## config.mk

```make
export PLATFORM = sky130hd
export DESIGN_NAME = wr_data_router_top
export DESIGN_NICKNAME = d
export VERILOG_FILES = /design/src/verilog/rdma_req_pkg.sv /design/src/verilog/axis_beat_pkg.sv /design/src/verilog/sync_fifo.sv /design/src/verilog/dest_credit_port.sv /design/src/verilog/wr_route_ctrl.sv /design/src/verilog/wr_data_router_top.sv
export VERILOG_INCLUDE_DIRS = /design/src /design/src/include
export SDC_FILE = /design/constraint.sdc
export NUM_CORES = 1
export LEC_CHECK = 0
export BUFFER_PORTS_ARGS = -buffer_cell sky130_fd_sc_hd__buf_2
export CAP_MARGIN = 20
export CORE_ASPECT_RATIO = 1.2
export CORE_UTILIZATION = 50
export DETAILED_ROUTE_END_ITERATION = 8
export PLACE_DENSITY_LB_ADDON = 0.15
export SLEW_MARGIN = 20
export SYNTH_ARGS = -nofsm -noshare
export SYNTH_HDL_FRONTEND = slang
export SYNTH_SLANG_ARGS = --single-unit
export TNS_END_PERCENT = 5
```

## constraint.sdc

```tcl
create_clock -name aclk -period 9.7 [get_ports aclk]
set_clock_uncertainty 0.2 [all_clocks]
set_input_delay 0.97 -clock aclk [delete_from_list [all_inputs] [get_ports aclk]]
set_output_delay 0.97 -clock aclk [all_outputs]
set_load 0.01 [all_outputs]
```

## src/include/wr_router_cfg.svh

```systemverilog
// Width, depth and credit macros for the RDMA write-data router
`ifndef WR_ROUTER_CFG_SVH
`define WR_ROUTER_CFG_SVH

// --------------------------------------------------------------------------
// Payload stream
// --------------------------------------------------------------------------
// Data bus width in bits
`define WR_DATA_BITS 64
// One keep bit per data byte
`define WR_KEEP_BITS (`WR_DATA_BITS / 8)
// Stream id carried with each beat
`define WR_TID_BITS 6

// --------------------------------------------------------------------------
// Request fields
// --------------------------------------------------------------------------
// Beat count minus one
`define WR_LEN_BITS 8
`define WR_VADDR_BITS 48
// Same width as the stream id
`define WR_REQ_ID_BITS 6

// Buffer depths and credits per destination sink
`define WR_BEAT_FIFO_DEPTH 16
`define WR_SQ_DEPTH 4
`define WR_DEST_CREDITS 4

`endif

```

## src/verilog/rdma_req_pkg.sv

```systemverilog
// Request struct, destination enum and route state enum for the write router
`include "wr_router_cfg.svh"

package rdma_req_pkg;

  // --------------------------------------------------------------------------
  // Destination select
  // --------------------------------------------------------------------------
  // Single bit from the request with card as the zero encoding
  typedef enum logic {
    DEST_CARD = 1'b0,
    DEST_HOST = 1'b1
  } dest_e;

  // Write request as it arrives and as it leaves on the send queue
  // 48 + 8 + 1 + 6 = 63 bits
  typedef struct packed {
    logic [`WR_VADDR_BITS-1:0]  vaddr;
    logic [`WR_LEN_BITS-1:0]    len;
    dest_e                      dest;
    logic [`WR_REQ_ID_BITS-1:0] req_id;
  } req_t;

  // Controller states
  typedef enum logic {
    ST_IDLE  = 1'b0,
    ST_ROUTE = 1'b1
  } route_state_e;

endpackage

```

## src/verilog/axis_beat_pkg.sv

```systemverilog
// Stream beat struct shared by the payload input and both destination ports
`include "wr_router_cfg.svh"

package axis_beat_pkg;

  // --------------------------------------------------------------------------
  // Payload beat
  // --------------------------------------------------------------------------
  // 64 + 8 + 1 + 6 = 79 bits
  typedef struct packed {
    // Payload bytes
    logic [`WR_DATA_BITS-1:0] data;
    // Byte enables
    logic [`WR_KEEP_BITS-1:0] keep;
    // Final beat of a transfer
    logic                     last;
    // Stream id
    logic [`WR_TID_BITS-1:0]  tid;
  } beat_t;

endpackage

```

## src/verilog/sync_fifo.sv

```systemverilog
// Synchronous FIFO with a type parameter, circular buffer and fill count
`timescale 1ns/10ps

module sync_fifo #(
  parameter type item_t = logic [7:0],
  parameter int  DEPTH  = 4
) (
  input  logic  aclk,
  input  logic  aresetn,
  // Write side
  input  logic  in_valid,
  output logic  in_ready,
  input  item_t in_item,
  // Read side
  output logic  out_valid,
  input  logic  out_ready,
  output item_t out_item
);

  localparam int PTR_W = (DEPTH > 1) ? $clog2(DEPTH) : 1;
  localparam int CNT_W = $clog2(DEPTH + 1);

  // Entry storage
  item_t mem [DEPTH];

  logic [PTR_W-1:0] wr_ptr;
  logic [PTR_W-1:0] rd_ptr;
  logic [CNT_W-1:0] count;
  logic             wr_en;
  logic             rd_en;

  // --------------------------------------------------------------------------
  // Handshakes
  // --------------------------------------------------------------------------
  assign in_ready  = (count != CNT_W'(DEPTH));
  assign out_valid = (count != '0);
  // Head entry comes straight from the array registers
  assign out_item  = mem[rd_ptr];

  assign wr_en = in_valid && in_ready;
  assign rd_en = out_valid && out_ready;

  always_ff @(posedge aclk) begin
    if (wr_en) begin
      mem[wr_ptr] <= in_item;
    end
  end

  // Pointers wrap at DEPTH so non power of two depths work too
  always_ff @(posedge aclk) begin
    if (!aresetn) begin
      wr_ptr <= '0;
      rd_ptr <= '0;
      count  <= '0;
    end else begin
      if (wr_en) begin
        wr_ptr <= (wr_ptr == PTR_W'(DEPTH - 1)) ? '0 : wr_ptr + 1'b1;
      end
      if (rd_en) begin
        rd_ptr <= (rd_ptr == PTR_W'(DEPTH - 1)) ? '0 : rd_ptr + 1'b1;
      end
      case ({wr_en, rd_en})
        2'b10:   count <= count + 1'b1;
        2'b01:   count <= count - 1'b1;
        default: count <= count;
      endcase
    end
  end

  // --------------------------------------------------------------------------
  // Checks
  // --------------------------------------------------------------------------
  // Full buffer must not take another entry
  a_no_write_full: assert property (@(posedge aclk) disable iff (!aresetn)
    (count == CNT_W'(DEPTH)) |=> (wr_ptr == $past(wr_ptr)));

  // Empty buffer must not advance the head
  a_no_read_empty: assert property (@(posedge aclk) disable iff (!aresetn)
    (count == '0) |=> (rd_ptr == $past(rd_ptr)));

endmodule

```

## src/verilog/dest_credit_port.sv

```systemverilog
// Credit counter and registered beat output for one destination stream
`timescale 1ns/10ps
`include "wr_router_cfg.svh"

module dest_credit_port
  import axis_beat_pkg::*;
#(
  parameter int CREDITS = `WR_DEST_CREDITS
) (
  input  logic  aclk,
  input  logic  aresetn,
  // From the controller and the beat buffer
  input  logic  push,
  input  beat_t beat,
  output logic  has_credit,
  // Slot returned by the sink
  input  logic  credit,
  // Toward the sink
  output logic  out_valid,
  output beat_t out_beat
);

  localparam int CNT_W = $clog2(CREDITS + 1);

  logic [CNT_W-1:0] credit_cnt;

  // Pop is allowed only with a free slot at the sink
  assign has_credit = (credit_cnt != '0);

  // --------------------------------------------------------------------------
  // Credit counter
  // --------------------------------------------------------------------------
  // Spend and return may land in the same cycle and cancel
  always_ff @(posedge aclk) begin
    if (!aresetn) begin
      credit_cnt <= CNT_W'(CREDITS);
    end else begin
      case ({push, credit})
        2'b10:   credit_cnt <= credit_cnt - 1'b1;
        2'b01:   credit_cnt <= credit_cnt + 1'b1;
        default: credit_cnt <= credit_cnt;
      endcase
    end
  end

  // Output stage one cycle after the pop
  always_ff @(posedge aclk) begin
    if (!aresetn) begin
      out_valid <= 1'b0;
    end else begin
      out_valid <= push;
    end
  end

  always_ff @(posedge aclk) begin
    if (push) begin
      out_beat <= beat;
    end
  end

  // --------------------------------------------------------------------------
  // Checks
  // --------------------------------------------------------------------------
  // Controller only pushes while this port holds a credit
  a_push_with_credit: assert property (@(posedge aclk) disable iff (!aresetn)
    push |-> has_credit);

  // Sink never returns more slots than it has
  a_credit_bound: assert property (@(posedge aclk) disable iff (!aresetn)
    credit_cnt <= CNT_W'(CREDITS));

endmodule

```

## src/verilog/wr_route_ctrl.sv

```systemverilog
// Routing FSM that accepts requests, counts beats and steers pops to a port
`timescale 1ns/10ps
`include "wr_router_cfg.svh"

module wr_route_ctrl
  import rdma_req_pkg::*;
(
  input  logic aclk,
  input  logic aresetn,
  // Request port
  input  logic rq_valid,
  output logic rq_ready,
  input  req_t rq,
  // Send queue write side
  output logic sq_push,
  input  logic sq_full,
  // Beat buffer head
  input  logic beat_avail,
  output logic beat_pop,
  // Destination ports
  input  logic host_credit_ok,
  input  logic card_credit_ok,
  output logic host_push,
  output logic card_push
);

  route_state_e state;

  // Beats left minus one, and the latched target
  logic [`WR_LEN_BITS-1:0] beat_cnt;
  dest_e                   dest;

  logic sel_credit;
  logic last_pop;
  logic take_rq;

  // --------------------------------------------------------------------------
  // Steering
  // --------------------------------------------------------------------------
  assign sel_credit = (dest == DEST_HOST) ? host_credit_ok : card_credit_ok;

  // One pop per cycle while routing and the target has credit
  assign beat_pop  = (state == ST_ROUTE) && beat_avail && sel_credit;
  assign host_push = beat_pop && (dest == DEST_HOST);
  assign card_push = beat_pop && (dest == DEST_CARD);

  // Final beat of the current request leaves this cycle
  assign last_pop = beat_pop && (beat_cnt == '0);

  // Ready answers a valid request when idle or on the last pop
  // Requests chain with no gap
  assign rq_ready = rq_valid && ((state == ST_IDLE) || last_pop) && !sq_full;
  assign take_rq  = rq_valid && rq_ready;
  // Request goes to the send queue in the cycle it is taken
  assign sq_push  = take_rq;

  // --------------------------------------------------------------------------
  // State and counter
  // --------------------------------------------------------------------------
  always_ff @(posedge aclk) begin
    if (!aresetn) begin
      state    <= ST_IDLE;
      beat_cnt <= '0;
      dest     <= DEST_CARD;
    end else begin
      if (take_rq) begin
        state    <= ST_ROUTE;
        beat_cnt <= rq.len;
        dest     <= rq.dest;
      end else if (last_pop) begin
        // No follow-up request ready
        state <= ST_IDLE;
      end else if (beat_pop) begin
        beat_cnt <= beat_cnt - 1'b1;
      end
    end
  end

  // --------------------------------------------------------------------------
  // Checks
  // --------------------------------------------------------------------------
  // A beat goes to exactly one destination
  a_one_push: assert property (@(posedge aclk) disable iff (!aresetn)
    !(host_push && card_push));

endmodule

```

## src/verilog/wr_data_router_top.sv

```systemverilog
// Top of the write-data router with beat buffer, send queue, FSM and ports
`timescale 1ns/10ps
`include "wr_router_cfg.svh"

module wr_data_router_top
  import rdma_req_pkg::*, axis_beat_pkg::*;
(
  input  logic  aclk,
  input  logic  aresetn,
  // Incoming write requests
  input  logic  s_rq_valid,
  output logic  s_rq_ready,
  input  req_t  s_rq,
  // Incoming payload
  input  logic  s_axis_valid,
  output logic  s_axis_ready,
  input  beat_t s_axis,
  // Forwarded requests
  output logic  m_sq_valid,
  input  logic  m_sq_ready,
  output req_t  m_sq,
  // Credit based host destination
  output logic  m_host_valid,
  output beat_t m_host,
  input  logic  host_credit,
  // Credit based card destination
  output logic  m_card_valid,
  output beat_t m_card,
  input  logic  card_credit
);

  beat_t beat_q;
  logic  beat_avail;
  logic  beat_pop;
  logic  sq_push;
  logic  sq_ready;
  logic  sq_full;
  logic  host_push;
  logic  card_push;
  logic  host_credit_ok;
  logic  card_credit_ok;

  assign sq_full = !sq_ready;

  // --------------------------------------------------------------------------
  // Buffers
  // --------------------------------------------------------------------------
  // Payload may lead its request and waits here
  sync_fifo #(.item_t(beat_t), .DEPTH(`WR_BEAT_FIFO_DEPTH)) beat_fifo (
    .aclk(aclk), .aresetn(aresetn),
    .in_valid(s_axis_valid), .in_ready(s_axis_ready), .in_item(s_axis),
    .out_valid(beat_avail), .out_ready(beat_pop), .out_item(beat_q)
  );

  // Requests pass through unchanged
  sync_fifo #(.item_t(req_t), .DEPTH(`WR_SQ_DEPTH)) sq_fifo (
    .aclk(aclk), .aresetn(aresetn),
    .in_valid(sq_push), .in_ready(sq_ready), .in_item(s_rq),
    .out_valid(m_sq_valid), .out_ready(m_sq_ready), .out_item(m_sq)
  );

  wr_route_ctrl route_ctrl (
    .aclk(aclk), .aresetn(aresetn),
    .rq_valid(s_rq_valid), .rq_ready(s_rq_ready), .rq(s_rq),
    .sq_push(sq_push), .sq_full(sq_full),
    .beat_avail(beat_avail), .beat_pop(beat_pop),
    .host_credit_ok(host_credit_ok), .card_credit_ok(card_credit_ok),
    .host_push(host_push), .card_push(card_push)
  );

  // --------------------------------------------------------------------------
  // Destination ports
  // --------------------------------------------------------------------------
  // Head beat fans out to both and only one gets the push strobe
  dest_credit_port #(.CREDITS(`WR_DEST_CREDITS)) host_port (
    .aclk(aclk), .aresetn(aresetn),
    .push(host_push), .beat(beat_q), .has_credit(host_credit_ok),
    .credit(host_credit), .out_valid(m_host_valid), .out_beat(m_host)
  );

  dest_credit_port #(.CREDITS(`WR_DEST_CREDITS)) card_port (
    .aclk(aclk), .aresetn(aresetn),
    .push(card_push), .beat(beat_q), .has_credit(card_credit_ok),
    .credit(card_credit), .out_valid(m_card_valid), .out_beat(m_card)
  );

endmodule

```

* Word-level counts from Yosys, hierarchy flattened
Memories as Yosys holds them, arrays and structs flattened. A register that Yosys moved wholly into a read port is not among the register bits.
Index checks and enable logic that the tools add are counted.
** Operators by class
- Add/sub/neg operators :: 13
- Eq/ne operators :: 15
- Mux-type cells :: 22
- Bitwise operators :: 2
- Reductions and logical operators :: 25
** Operator list (count)
- 8-bit two-way mux :: 3
- 3-bit one-hot mux with 2 select lines :: 3
- 4-bit two-way mux :: 4
- 2-bit equality test (second input constant) :: 6
- 1-bit logical AND :: 12
- 2-bit nonzero test :: 6
- 5-bit one-hot mux with 2 select lines :: 1
- 3-bit by 1-bit adder with 3-bit output (second input constant) :: 3
- 3-bit nonzero test :: 3
- 3-bit by 1-bit subtractor with 3-bit output (second input constant) :: 3
- 4-bit by 1-bit adder with 4-bit output (second input constant) :: 2
- 2-bit by 1-bit equality test with 1-bit output (second input constant) :: 4
- 4-bit equality test (second input constant) :: 2
- 8-bit logical NOT :: 1
- 2-bit two-way mux :: 4
- 8-bit by 1-bit subtractor with 8-bit output (second input constant) :: 1
- 1-bit two-way mux :: 7
- 5-bit by 1-bit adder with 5-bit output (second input constant) :: 1
- 5-bit != test (second input constant) :: 1
- 5-bit nonzero test :: 1
- 5-bit by 1-bit subtractor with 5-bit output (second input constant) :: 1
- 2-bit by 1-bit adder with 2-bit output (second input constant) :: 2
- 3-bit != test (second input constant) :: 1
- 2-bit != test (second input constant) :: 1
- other kinds (3) :: 4
** Storage, ports and cells
- Register bits :: 196
- Bits in writable memories :: 1516
- Input port bits :: 149
- Output and inout bits :: 226
- Logic and storage cells :: 100
- Memories kept :: 2
** Memories
- beat_fifo.mem :: words 16, bits a word 79, read ports 1, clocked after Yosys merged registers in 1, write ports 1, RTL line sync_fifo.sv:24 : item_t mem [DEPTH];
- sq_fifo.mem :: words 4, bits a word 63, read ports 1, clocked after Yosys merged registers in 1, write ports 1, RTL line sync_fifo.sv:24

* Longest topological paths before layout
Gate-level depths: netlist of run 1.
- Depth after elaboration :: 11
- Depth in mapped cells :: 14
- Mapped depth without buffers :: 13

* By module
Synthesis of run 1 repeated with hierarchy kept, for this count alone.
** Unflattened totals
- Cells, all modules :: 2524
- Area, all modules :: 63825.0 µm²
** Modules (own cells, without submodules)
- sync_fifo at beat_fifo :: times used 1, cells an instance 1864, area each 48412.7 µm², seq. area each 38296.7 µm²
- sync_fifo at sq_fifo :: times used 1, cells an instance 385, area each 9590.4 µm², seq. area each 7747.4 µm²
- dest_credit_port :: times used 2, cells an instance 97, area each 2561.2 µm², seq. area each 2452.4 µm²
- wr_route_ctrl :: times used 1, cells an instance 80, area each 695.7 µm², seq. area each 200.2 µm²
- wr_data_router_top :: times used 1, cells an instance 1, area each 3.8 µm², seq. area each 0.0 µm²

* Worst setup path before layout of run 1
Ideal clock, no wire load.
- Kind :: input port to flip-flop
- Start point :: input port s_axis_valid
- End point :: memory beat_fifo.mem[3][0] (netlist bit), enable pin
- Library setup time :: 613 ps
- Arrival time :: 7018 ps
- Setup slack :: 1869 ps
- Cell stages on the path :: 3
- Cells stage by stage :: a21boi_1 > nand2_1 > nor3_1
** Between the ends
- Longest elaborated chain between the ends :: 3
** Ends and longest elaborated chain
- start, declared :: RTL line wr_data_router_top.sv:15 : input logic s_axis_valid,
- 1-bit logical AND :: RTL line sync_fifo.sv:40 : assign wr_en = in_valid && in_ready;
- 1-bit two-way mux :: RTL line sync_fifo.sv:44 : if (wr_en) begin
- 1-bit two-way mux (implied by the code) :: RTL line sync_fifo.sv:45 : mem[wr_ptr] <= in_item;
- end, declared :: RTL line sync_fifo.sv:24
Every way passes these cells.

* Worst setup path in the final report of run 1
- Start point :: register beat_fifo.count[0]
- End point :: memory beat_fifo.mem[7][57] (netlist bit), enable pin
** Between the ends
- Longest elaborated chain between the ends :: 4
** Ends and longest elaborated chain
- start, declared :: RTL line sync_fifo.sv:28 : logic [CNT_W-1:0] count;
- start signal, assigned :: RTL line sync_fifo.sv:63 : 2'b10: count <= count + 1'b1;
- start signal, assigned :: RTL line sync_fifo.sv:64 : 2'b01: count <= count - 1'b1;
- start signal, assigned :: RTL line sync_fifo.sv:65 : default: count <= count;
- 5-bit != test :: RTL line sync_fifo.sv:35 : assign in_ready = (count != CNT_W'(DEPTH));
- 1-bit logical AND :: RTL line sync_fifo.sv:40
- 1-bit two-way mux :: RTL line sync_fifo.sv:44
- 1-bit two-way mux (implied by the code) :: RTL line sync_fifo.sv:45
Every way passes these cells.

==> out/qor.log, run 1 <==
qor: worst_setup_path.required 9.90 ns
qor: cells_and_area.most_common_library_cell_in_the_layout_ignoring_fill_and_taps sky130_fd_sc_hd__edfxtp_1
qor: cts.clock_tree.root_cell sky130_fd_sc_hd__clkbuf_16
qor: sta.timing.final.crit_share 0.4607
qor: power_and_ir_drop.totalPowerFinal 17.57 mW
qor: sta.hold-worst-slack 0.2217 ns
qor: drt.drt-initial-drc-count 2370
qor: grt.globalRouteTotalUtil 0.2190
qor: cts.post-cts-setup-buffers 0
qor: cts.tritoncts yes
qor: grt.via_count_of_the_first_global_routing_pass 30050
qor: floorplanning.die_area 128500 sq um
qor: cts.ctsHtreeMaxLevel 4
qor: cts.clock_tree.buffer_depth 3
qor: worst_setup_path.crit-reg2reg-launch beat_fifo.count[0]
qor: cells_and_area.layout_common_cells 1674 x sky130_fd_sc_hd__edfxtp_1, 458 x sky130_fd_sc_hd__mux4_2, 374 x sky130_fd_sc_hd__buf_2
qor: logic_synthesis.synth_xor_xnor_area_share 0.001930
qor: power_and_ir_drop.static_leakage 22.85 nW
qor: floorplanning.row_count 142
qor: logic_synthesis.synth-compound-area-share 0.005316
qor: logic_synthesis.synth.top_cells.by_area sky130_fd_sc_hd__edfxtp_1 79%, sky130_fd_sc_hd__mux4_2 16%, sky130_fd_sc_hd__dfxtp_1 1.4%, sky130_fd_sc_hd__ha_1 0.37%, sky130_fd_sc_hd__clkbuf_1 0.34%
qor: cells_and_area.final_net_count 3172
qor: cts.clk_pin_slew 0.06 ns
qor: cts.post_cts_hold_buffer_count 0
qor: logic_synthesis.yosys.area_share.adder 0.005001
qor: worst_setup_path.setup.worst_path.end_class flip-flop
qor: logic_synthesis.syn_nets 2693
qor: logic_synthesis.synth.avg_cell_area 25.21 sq um
qor: cts.post_cts_resized 0
qor: drt.met3RoutedLength 8571 um
qor: logic_synthesis.synthDominantAreaCellType sky130_fd_sc_hd__edfxtp_1
qor: worst_setup_path.crit_path_start_kind flip-flop
qor: worst_hold_path.min_from s_rq[5]
qor: worst_hold_path.hold_ep sq_fifo.mem[0][5]
qor: cts.clk-insertion-delay-late 0.78 ns
qor: worst_setup_path.cp_data_arrival_time 4.67 ns
qor: worst_hold_path.instance_count_along_the_most_critical_hold_path 1
qor: logic_synthesis.postSynth.asyncResetShare 0
qor: logic_synthesis.yosys-mux-area-fraction 0.1634
qor: logic_synthesis.ys_types 52
qor: floorplanning.floorplan.core_area 125400 sq um
qor: logic_synthesis.number_of_synthesized_register_bits 1718
qor: logic_synthesis.synth.cell_area 63550 sq um
qor: sta.fin_tns_setup 0 ns
qor: sta.finalSetupViolations 0
qor: cts.tritoncts.num_buffers 164
qor: sta.slew_violations 0
qor: sta.grt_setup_unrepaired false
qor: logic_synthesis.synth_top_flop_cell sky130_fd_sc_hd__edfxtp_1
qor: drt.route.detailed.wl_per_inst 28.67 um
qor: grt.first_pass_grt_wire_length 202900 um
qor: logic_synthesis.main_combinational_cell_family_by_area_after_synthesis multiplexers
qor: placement.post-dp-hpwl 74330 um
qor: drt.drt_wl_total 137700 um
qor: floorplanning.die_h 392.5 um
qor: drt.detail_route.drc_violations 0
qor: worst_setup_path.rrSetupSlack 5.23 ns
qor: drt.top_layer_used met5
qor: worst_hold_path.min_path_type in2reg
qor: floorplanning.io-pin-count 375
qor: logic_synthesis.synth-simple-area-share 0.009904
qor: worst_setup_path.critical_path.max_fanout 33
qor: drt.routed_via_density 5.854
qor: worst_setup_path.worst-setup-path-type reg2reg
qor: logic_synthesis.yosysWarningCount 0
qor: run.drv.max_cap_violation_count 0
qor: logic_synthesis.postSynthCellCount 2521
qor: floorplanning.fp.dieW 327.4 um
qor: grt.number_of_antenna_violations_at_the_first_check_in_global_routing 30
qor: logic_synthesis.ys_seq_area_frac 0.8049
qor: sta.slew-limit-headroom 0.2898
qor: drt.drt_first_pass_iters 7
qor: logic_synthesis.yosysTopAreaCellShare 0.7911
qor: placement.place.gp.congestion 0.7684
qor: grt.grt_max_degree 176
qor: drt.detail_route.wirelength.met1 54820 um
qor: sta.max_slew.worst_pin.slew 1.065 ns
qor: logic_synthesis.synth-edff-count 1674
qor: cts.cts_sinks 1718
qor: placement.placement.cell_area 67550 sq um
qor: cells_and_area.finalInstanceArea 72920 sq um
qor: sta.layout_min_cycle_time 4.469 ns
qor: worst_setup_path.timing.rr.end beat_fifo.mem[7][57]
qor: drt.drt.antenna.violating_nets 0
qor: drt.detailroute.via_count 28110
qor: cells_and_area.drive_gt1_frac 0.3662
qor: sta.maxClockFrequency 0.2238 GHz
qor: sta.report.final.hold_viol_count 0
qor: worst_setup_path.r2r.worst_path.cells 6
qor: power_and_ir_drop.peakVddDrop 0.1618 mV
qor: power_and_ir_drop.cellPowerDensity 240.9 nW/um^2
qor: cells_and_area.n_fill_cell 8955
qor: placement.buffer_ports.inserted 374
qor: run_status.outcome finished, final reports clean
qor: cells_and_area.area_growth_syn_to_layout 14.75%
qor: grt.globalRouteOverflowTotal 0
qor: drt.met2_wirelength 71590 um
qor: floorplanning.start_util 0.5066
[metrics by stage]
step | setup slack [ns] | std cells | utilization
after floorplan | 1.869 | 2521 | -
after global placement | 4.709 | 4489 | 0.5385
after detailed placement | 4.624 | 4489 | 0.5385
after CTS | 5.158 | 4790 | 0.5808
after global routing | 4.939 | 4793 | 0.5811
final | 5.231 | 4802 | 0.5813
[routing by layer]
layer,vias up,track usage
li1,11800,-
met1,15170,0.2909
met2,910,0.3734
met3,211,0.04292
met4,16,0.05565
met5,-,0
[synth_stat cells, drive strengths merged (6+ instances only)]
library cell and number:
o21ai 15, nand2 26, xor2 7, mux2i 6
xnor2 7, dfxtp 44, nand3 8, a21oi 11
and2 17, nor2 17, mux4 458, inv 25
edfxtp 1674, nor2b 11, ha 19, clkbuf 57
a21boi 6, nor3 9, buf 55
[layout make-up]
class / count / area (sq um) / area share
sequential: 1718 / 51170 / 0.7018
multi-input combinational: 666 / 11910 / 0.1633
clock buffer: 204 / 4318 / 0.05922
timing repair buffer: 425 / 2328 / 0.03193
tap: 1656 / 2072 / 0.02842
clock inverter: 97 / 991.0 / 0.01359
inverter: 25 / 101.3 / 0.001390
antenna: 11 / 27.53 / 0.0003775
[worst max-delay path: stages, from the launching register on]
cell and delay (ns):
sky130_fd_sc_hd__dfxtp_1 0.45, sky130_fd_sc_hd__nor4_4 0.10, sky130_fd_sc_hd__a21boi_1 0.74, sky130_fd_sc_hd__nand2_1 0.45, sky130_fd_sc_hd__nor2_4 0.86, sky130_fd_sc_hd__buf_4 0.69, sky130_fd_sc_hd__buf_4 0.57
[kinds of logic (layout without fill, tap and decap cells)]
logic type,Yosys count,after routing
DFF,1718,1718
muxes,465,465
buffers and inverters,137,751
and+or+nand+nor,113,113
AOI/OAI and AO/OA,51,51
adders and majority gates,23,23
xor gates and xnor gates,14,14
other,0,11
[registers in the layout, summed over array words and instances, names as in the netlist, 3 cells and up, named ones only]
name and count:
card_port.out_beat 79, host_port.out_beat 79, route_ctrl.beat_cnt 8, beat_fifo.rd_ptr 4
beat_fifo.count 5, beat_fifo.mem 1264, sq_fifo.count 3, beat_fifo.wr_ptr 4
host_port.credit_cnt 3, card_port.credit_cnt 3, sq_fifo.mem 252
[power by group]
group	leakage, nW	internal [mW]	switching [mW]
clock	2.58	3.63	2.67
combinational	4.75	1.22	1.30
sequential	15.5	8.57	0.179
total	22.9	13.4	4.15
[worst max path at each step]
stage | startpoint | to | slack, ns | cells past startpoint
after detailed placement | s_axis_valid | beat_fifo.mem[7][50] | 4.62 | 6
after CTS | beat_fifo.count[0] | beat_fifo.mem[7][32] | 5.16 | 6
final | beat_fifo.count[0] | beat_fifo.mem[7][57] | 5.23 | 6
after global placement | s_axis_valid | beat_fifo.mem[7][45] | 4.71 | 6
after global routing | beat_fifo.count[0] | beat_fifo.mem[7][32] | 4.94 | 6
after floorplan | s_axis_valid | beat_fifo.mem[3][0] | 1.87 | 3
Note: power is estimated with default switching activity, not from simulation.
==> run 2: changes to the inputs <==
Settings changed: ABC_AREA from default to 1.
Clock period 9.7 ns to 3.59 ns, I/O delays scaled along.
==> out/qor.log, run 2 <==
qor: floorplanning.die_h 402.1 um [was 392.5 um]
qor: sta.maxClockFrequency 0.3332 GHz
qor: cells_and_area.layout_common_cells 1674 x sky130_fd_sc_hd__edfxtp_1, 374 x sky130_fd_sc_hd__buf_2, 359 x sky130_fd_sc_hd__inv_1 [was 1674 x sky130_fd_sc_hd__edfxtp_1, 458 x sky130_fd_sc_hd__mux4_2, 374 x sky130_fd_sc_hd__buf_2]
qor: floorplanning.row_count 146 [was 142]
qor: grt.grt_max_degree 127 [was 176]
qor: drt.routed_via_density 5.561 [was 5.854]
qor: cells_and_area.registers_with_the_most_flip_flops beat_fifo.mem: 1264 flops, sq_fifo.mem: 252 flops [unchanged]
qor: cts.clock_tree.root_cell sky130_fd_sc_hd__clkbuf_16 [unchanged]
qor: drt.detail_route.drc_violations 0 [unchanged]
qor: logic_synthesis.synth.avg_cell_area 15.14 sq um [was 25.21 sq um]
qor: cells_and_area.max_flop_register beat_fifo.mem [unchanged]
qor: sta.report.final.hold_viol_count 0 [unchanged]
qor: cts.clk-insertion-delay-late 0.79 ns [was 0.78 ns]
qor: cts.tritoncts.num_buffers 167 [was 164]
qor: cts.clock_tree.buffer_depth 3 [unchanged]
qor: grt.globalRouteTotalUtil 0.2271 [was 0.2190]
qor: logic_synthesis.synth.cell_area 66690 sq um [was 63550 sq um]
qor: cts.post-cts-setup-buffers 0 [unchanged]
qor: cells_and_area.drive_gt1_frac 0.1525 [was 0.3662]
qor: logic_synthesis.yosysTopAreaCellShare 0.7538 [was 0.7911]
qor: cells_and_area.area_growth_syn_to_layout 16.89% [was 14.75%]
qor: placement.place.gp.congestion 0.7640 [was 0.7684]
qor: sta.max_slew.worst_pin.slew 0.8116 ns [was 1.065 ns]
qor: worst_setup_path.cp_data_arrival_time 2.44 ns [was 4.67 ns]
qor: grt.via_count_of_the_first_global_routing_pass 37500 [was 30050]
qor: power_and_ir_drop.static_leakage 26.36 nW [was 22.85 nW]
qor: floorplanning.die_area 134800 sq um [was 128500 sq um]
qor: drt.drt-initial-drc-count 3063 [was 2370]
qor: cells_and_area.instances_no_fill 6856 [was 4802]
qor: worst_hold_path.min_path_type in2reg [unchanged]
qor: worst_setup_path.crit_path_start_kind flip-flop [unchanged]
qor: run.drv.max_cap_violation_count 0 [unchanged]
qor: sta.timing.final.crit_share 0.8359
qor: sta.fin_tns_setup 0 ns [unchanged]
qor: logic_synthesis.postSynthCellCount 4405 [was 2521]
qor: sta.slew_violations 0 [unchanged]
qor: grt.number_of_antenna_violations_at_the_first_check_in_global_routing 17 [was 30]
qor: logic_synthesis.synth.top_cells.by_area sky130_fd_sc_hd__edfxtp_1 75%, sky130_fd_sc_hd__mux2i_1 4.7%, sky130_fd_sc_hd__o211ai_1 3.5%, sky130_fd_sc_hd__o21ai_0 2.6%, sky130_fd_sc_hd__a21oi_1 2.6% [was sky130_fd_sc_hd__edfxtp_1 79%, sky130_fd_sc_hd__mux4_2 16%, sky130_fd_sc_hd__dfxtp_1 1.4%, sky130_fd_sc_hd__ha_1 0.37%, sky130_fd_sc_hd__clkbuf_1 0.34%]
qor: placement.inst_count_dp 6396 [was 4489]
qor: grt.first_pass_grt_wire_length 230600 um [was 202900 um]
qor: drt.drt.antenna.violating_nets 0 [unchanged]
qor: floorplanning.fp.dieW 335.4 um [was 327.4 um]
qor: cells_and_area.largest_register_ffs 1264 [unchanged]
qor: cts.ctsHtreeMaxLevel 4 [unchanged]
qor: cells_and_area.n_fill_cell 10110 [was 8955]
qor: grt.globalRouteOverflowTotal 0 [unchanged]
qor: drt.drt_first_pass_iters 5 [was 7]
qor: floorplanning.floorplan.core_area 132100 sq um [was 125400 sq um]
qor: placement.post-dp-hpwl 80920 um [was 74330 um]
qor: cells_and_area.final_net_count 5109 [was 3172]
qor: logic_synthesis.synth-edff-count 1674 [unchanged]
qor: sta.grt_setup_unrepaired false [unchanged]
qor: logic_synthesis.number_of_synthesized_register_bits 1718 [unchanged]
qor: cells_and_area.seq_area 51170 sq um [unchanged]
qor: sta.slew-limit-headroom 0.4590 [was 0.2898]
qor: logic_synthesis.ys_types 39 [was 52]
qor: cts.tritoncts yes [unchanged]
qor: cts.clk_pin_slew 0.06 ns [about the same]
qor: placement.placement.cell_area 71040 sq um [was 67550 sq um]
qor: run_status.outcome finished, final reports clean [unchanged]
qor: worst_setup_path.required 3.03 ns [was 9.90 ns]
qor: worst_setup_path.critical_path.max_fanout 25 [was 33]
qor: logic_synthesis.ys_seq_area_frac 0.7670 [was 0.8049]
qor: power_and_ir_drop.peakVddDrop 0.4907 mV [was 0.1618 mV]
qor: sta.layout_min_cycle_time 3.001 ns
qor: sta.finalSetupViolations 0 [unchanged]
qor: logic_synthesis.synthDominantAreaCellType sky130_fd_sc_hd__edfxtp_1 [unchanged]
qor: power_and_ir_drop.cellPowerDensity 652.5 nW/um^2 [was 240.9 nW/um^2]
qor: cells_and_area.finalInstanceArea 77950 sq um [was 72920 sq um]
qor: drt.drt_wl_total 153400 um [was 137700 um]
qor: logic_synthesis.postSynth.asyncResetShare 0 [unchanged]
qor: floorplanning.start_util 0.5049 [was 0.5066]
qor: logic_synthesis.yosysWarningCount 0 [unchanged]
qor: cells_and_area.multi_input_area 12770 sq um [was 11910 sq um]
qor: placement.buffer_ports.inserted 374 [unchanged]
qor: logic_synthesis.synth_top_flop_cell sky130_fd_sc_hd__edfxtp_1 [unchanged]
qor: logic_synthesis.ys_top_cells_by_count 1674 x sky130_fd_sc_hd__edfxtp_1, 360 x sky130_fd_sc_hd__inv_1, 351 x sky130_fd_sc_hd__o21ai_0 [was 1674 x sky130_fd_sc_hd__edfxtp_1, 458 x sky130_fd_sc_hd__mux4_2, 57 x sky130_fd_sc_hd__clkbuf_1]
qor: drt.detailroute.via_count 38130 [was 28110]
qor: worst_setup_path.worst-setup-path-type reg2out [was reg2reg]
qor: drt.route.detailed.wl_per_inst 22.37 um [was 28.67 um]
qor: worst_setup_path.setup.worst_path.end_class output pin [was flip-flop]
qor: floorplanning.io-pin-count 375 [unchanged]
qor: cts.cts_sinks 1718 [unchanged]
qor: logic_synthesis.post-synth-top-count-cell sky130_fd_sc_hd__edfxtp_1 [unchanged]
qor: logic_synthesis.syn_nets 4577 [was 2693]
qor: cells_and_area.most_common_library_cell_in_the_layout_ignoring_fill_and_taps sky130_fd_sc_hd__edfxtp_1 [unchanged]
[run 2: cell count changes after synthesis, moves of 122 or more]
| cell | previous run | this run |
|---|---|---|
| sky130_fd_sc_hd__o21ai_1 | 5 | 163 |
| sky130_fd_sc_hd__o21ai_0 | 10 | 351 |
| sky130_fd_sc_hd__inv_1 | 22 | 360 |
| sky130_fd_sc_hd__nand3_1 | 8 | 130 |
| sky130_fd_sc_hd__o211ai_1 | 2 | 315 |
| sky130_fd_sc_hd__nor2_1 | 17 | 185 |
| sky130_fd_sc_hd__a21oi_1 | 10 | 344 |
| sky130_fd_sc_hd__mux4_2 | 458 | 0 |
| sky130_fd_sc_hd__mux2i_1 | 6 | 316 |
[run 2: where the power goes]
| group | internal, mW | total (mW) | switching, mW |
|---|---|---|---|
| clock network | 10.0 | 17.3 | 7.29 |
| registers | 23.3 | 23.6 | 0.371 |
| logic | 3.54 | 9.89 | 6.35 |
| total | 36.8 | 50.9 | 14.0 |
[run 2: layer usage]
layer	track usage	routed length, um	vias to the layer above
li1	-	-	17680
met1	0.3063	65130	19080
met2	0.3781	75280	1122
met3	0.03850	9428	233
met4	0.06817	3494	12
met5	0	71	-
[run 2: path summary, 6_finish.rpt]
kind,start,to,slack [ns],depth (start not counted)
min,s_rq[41],sq_fifo.mem[2][41],0.13,2
max reg2reg,beat_fifo.count[1],beat_fifo.mem[4][66],0.83,7
max,route_ctrl.beat_cnt[0],s_rq_ready,0.59,9
min reg2reg,card_port.credit_cnt[2],card_port.credit_cnt[2],0.28,1
[run 2: critical path: stages (launching register included)]
cell and delay (ns):
sky130_fd_sc_hd__dfxtp_1 0.30, sky130_fd_sc_hd__inv_1 0.14, sky130_fd_sc_hd__ha_1 0.17, sky130_fd_sc_hd__nand3_1 0.09, sky130_fd_sc_hd__nor2_1 0.21, sky130_fd_sc_hd__nand2_2 0.09, sky130_fd_sc_hd__nand2_4 0.12, sky130_fd_sc_hd__nand2_4 0.21
sky130_fd_sc_hd__inv_2 0.18, sky130_fd_sc_hd__buf_2 0.15
[run 2: final cells by class]
| type | count | share of cell area |
|---|---|---|
| clock buffers | 206 | 0.05722 |
| well taps | 1776 | 0.02851 |
| diodes | 10 | 0.0003210 |
| multi-input cells | 2047 | 0.1639 |
| flip-flops and latches | 1718 | 0.6564 |
| repair buffers | 634 | 0.06360 |
| clock inverters | 96 | 0.01205 |
| inverters | 369 | 0.01801 |
[run 2: kinds of logic (layout without fill, tap and decap cells)]
family,count (synthesis),in the layout,synth area share
DFF,1718,1718,0.7670
buffers and inverters,640,1305,0.04381
adders and majority gates,23,23,0.004766
AOI/OAI and AO/OA,1241,1241,0.1065
and+or+nand+nor,457,457,0.02916
xor gates and xnor gates,10,10,0.001313
other,0,10,0
muxes,316,316,0.04743
[run 2: repair_timing]
item / 4_1_cts / 5_1_grt
setup endpoints to repair: 0 / 0
hold endpoints to repair: 1554 / 0
gates resized for setup: 0 / 0
hold buffers: 148 / 0
[run 2: through the flow]
stage / power (mW) / utilization / hold WS, ns / worst slack, ns
2_1_floorplan: 30.73 / - / 0.2435 / -1.006
3_3_place_gp: 33.75 / 0.5379 / 0.2644 / 0.9142
3_5_place_dp: 33.90 / 0.5379 / 0.2638 / 0.8736
4_1_cts: 51.34 / 0.5900 / 0.06029 / 0.5134
5_1_grt: 53.10 / 0.5901 / 0.09132 / 0.4151
6_report: 50.86 / 0.5902 / 0.1277 / 0.5891
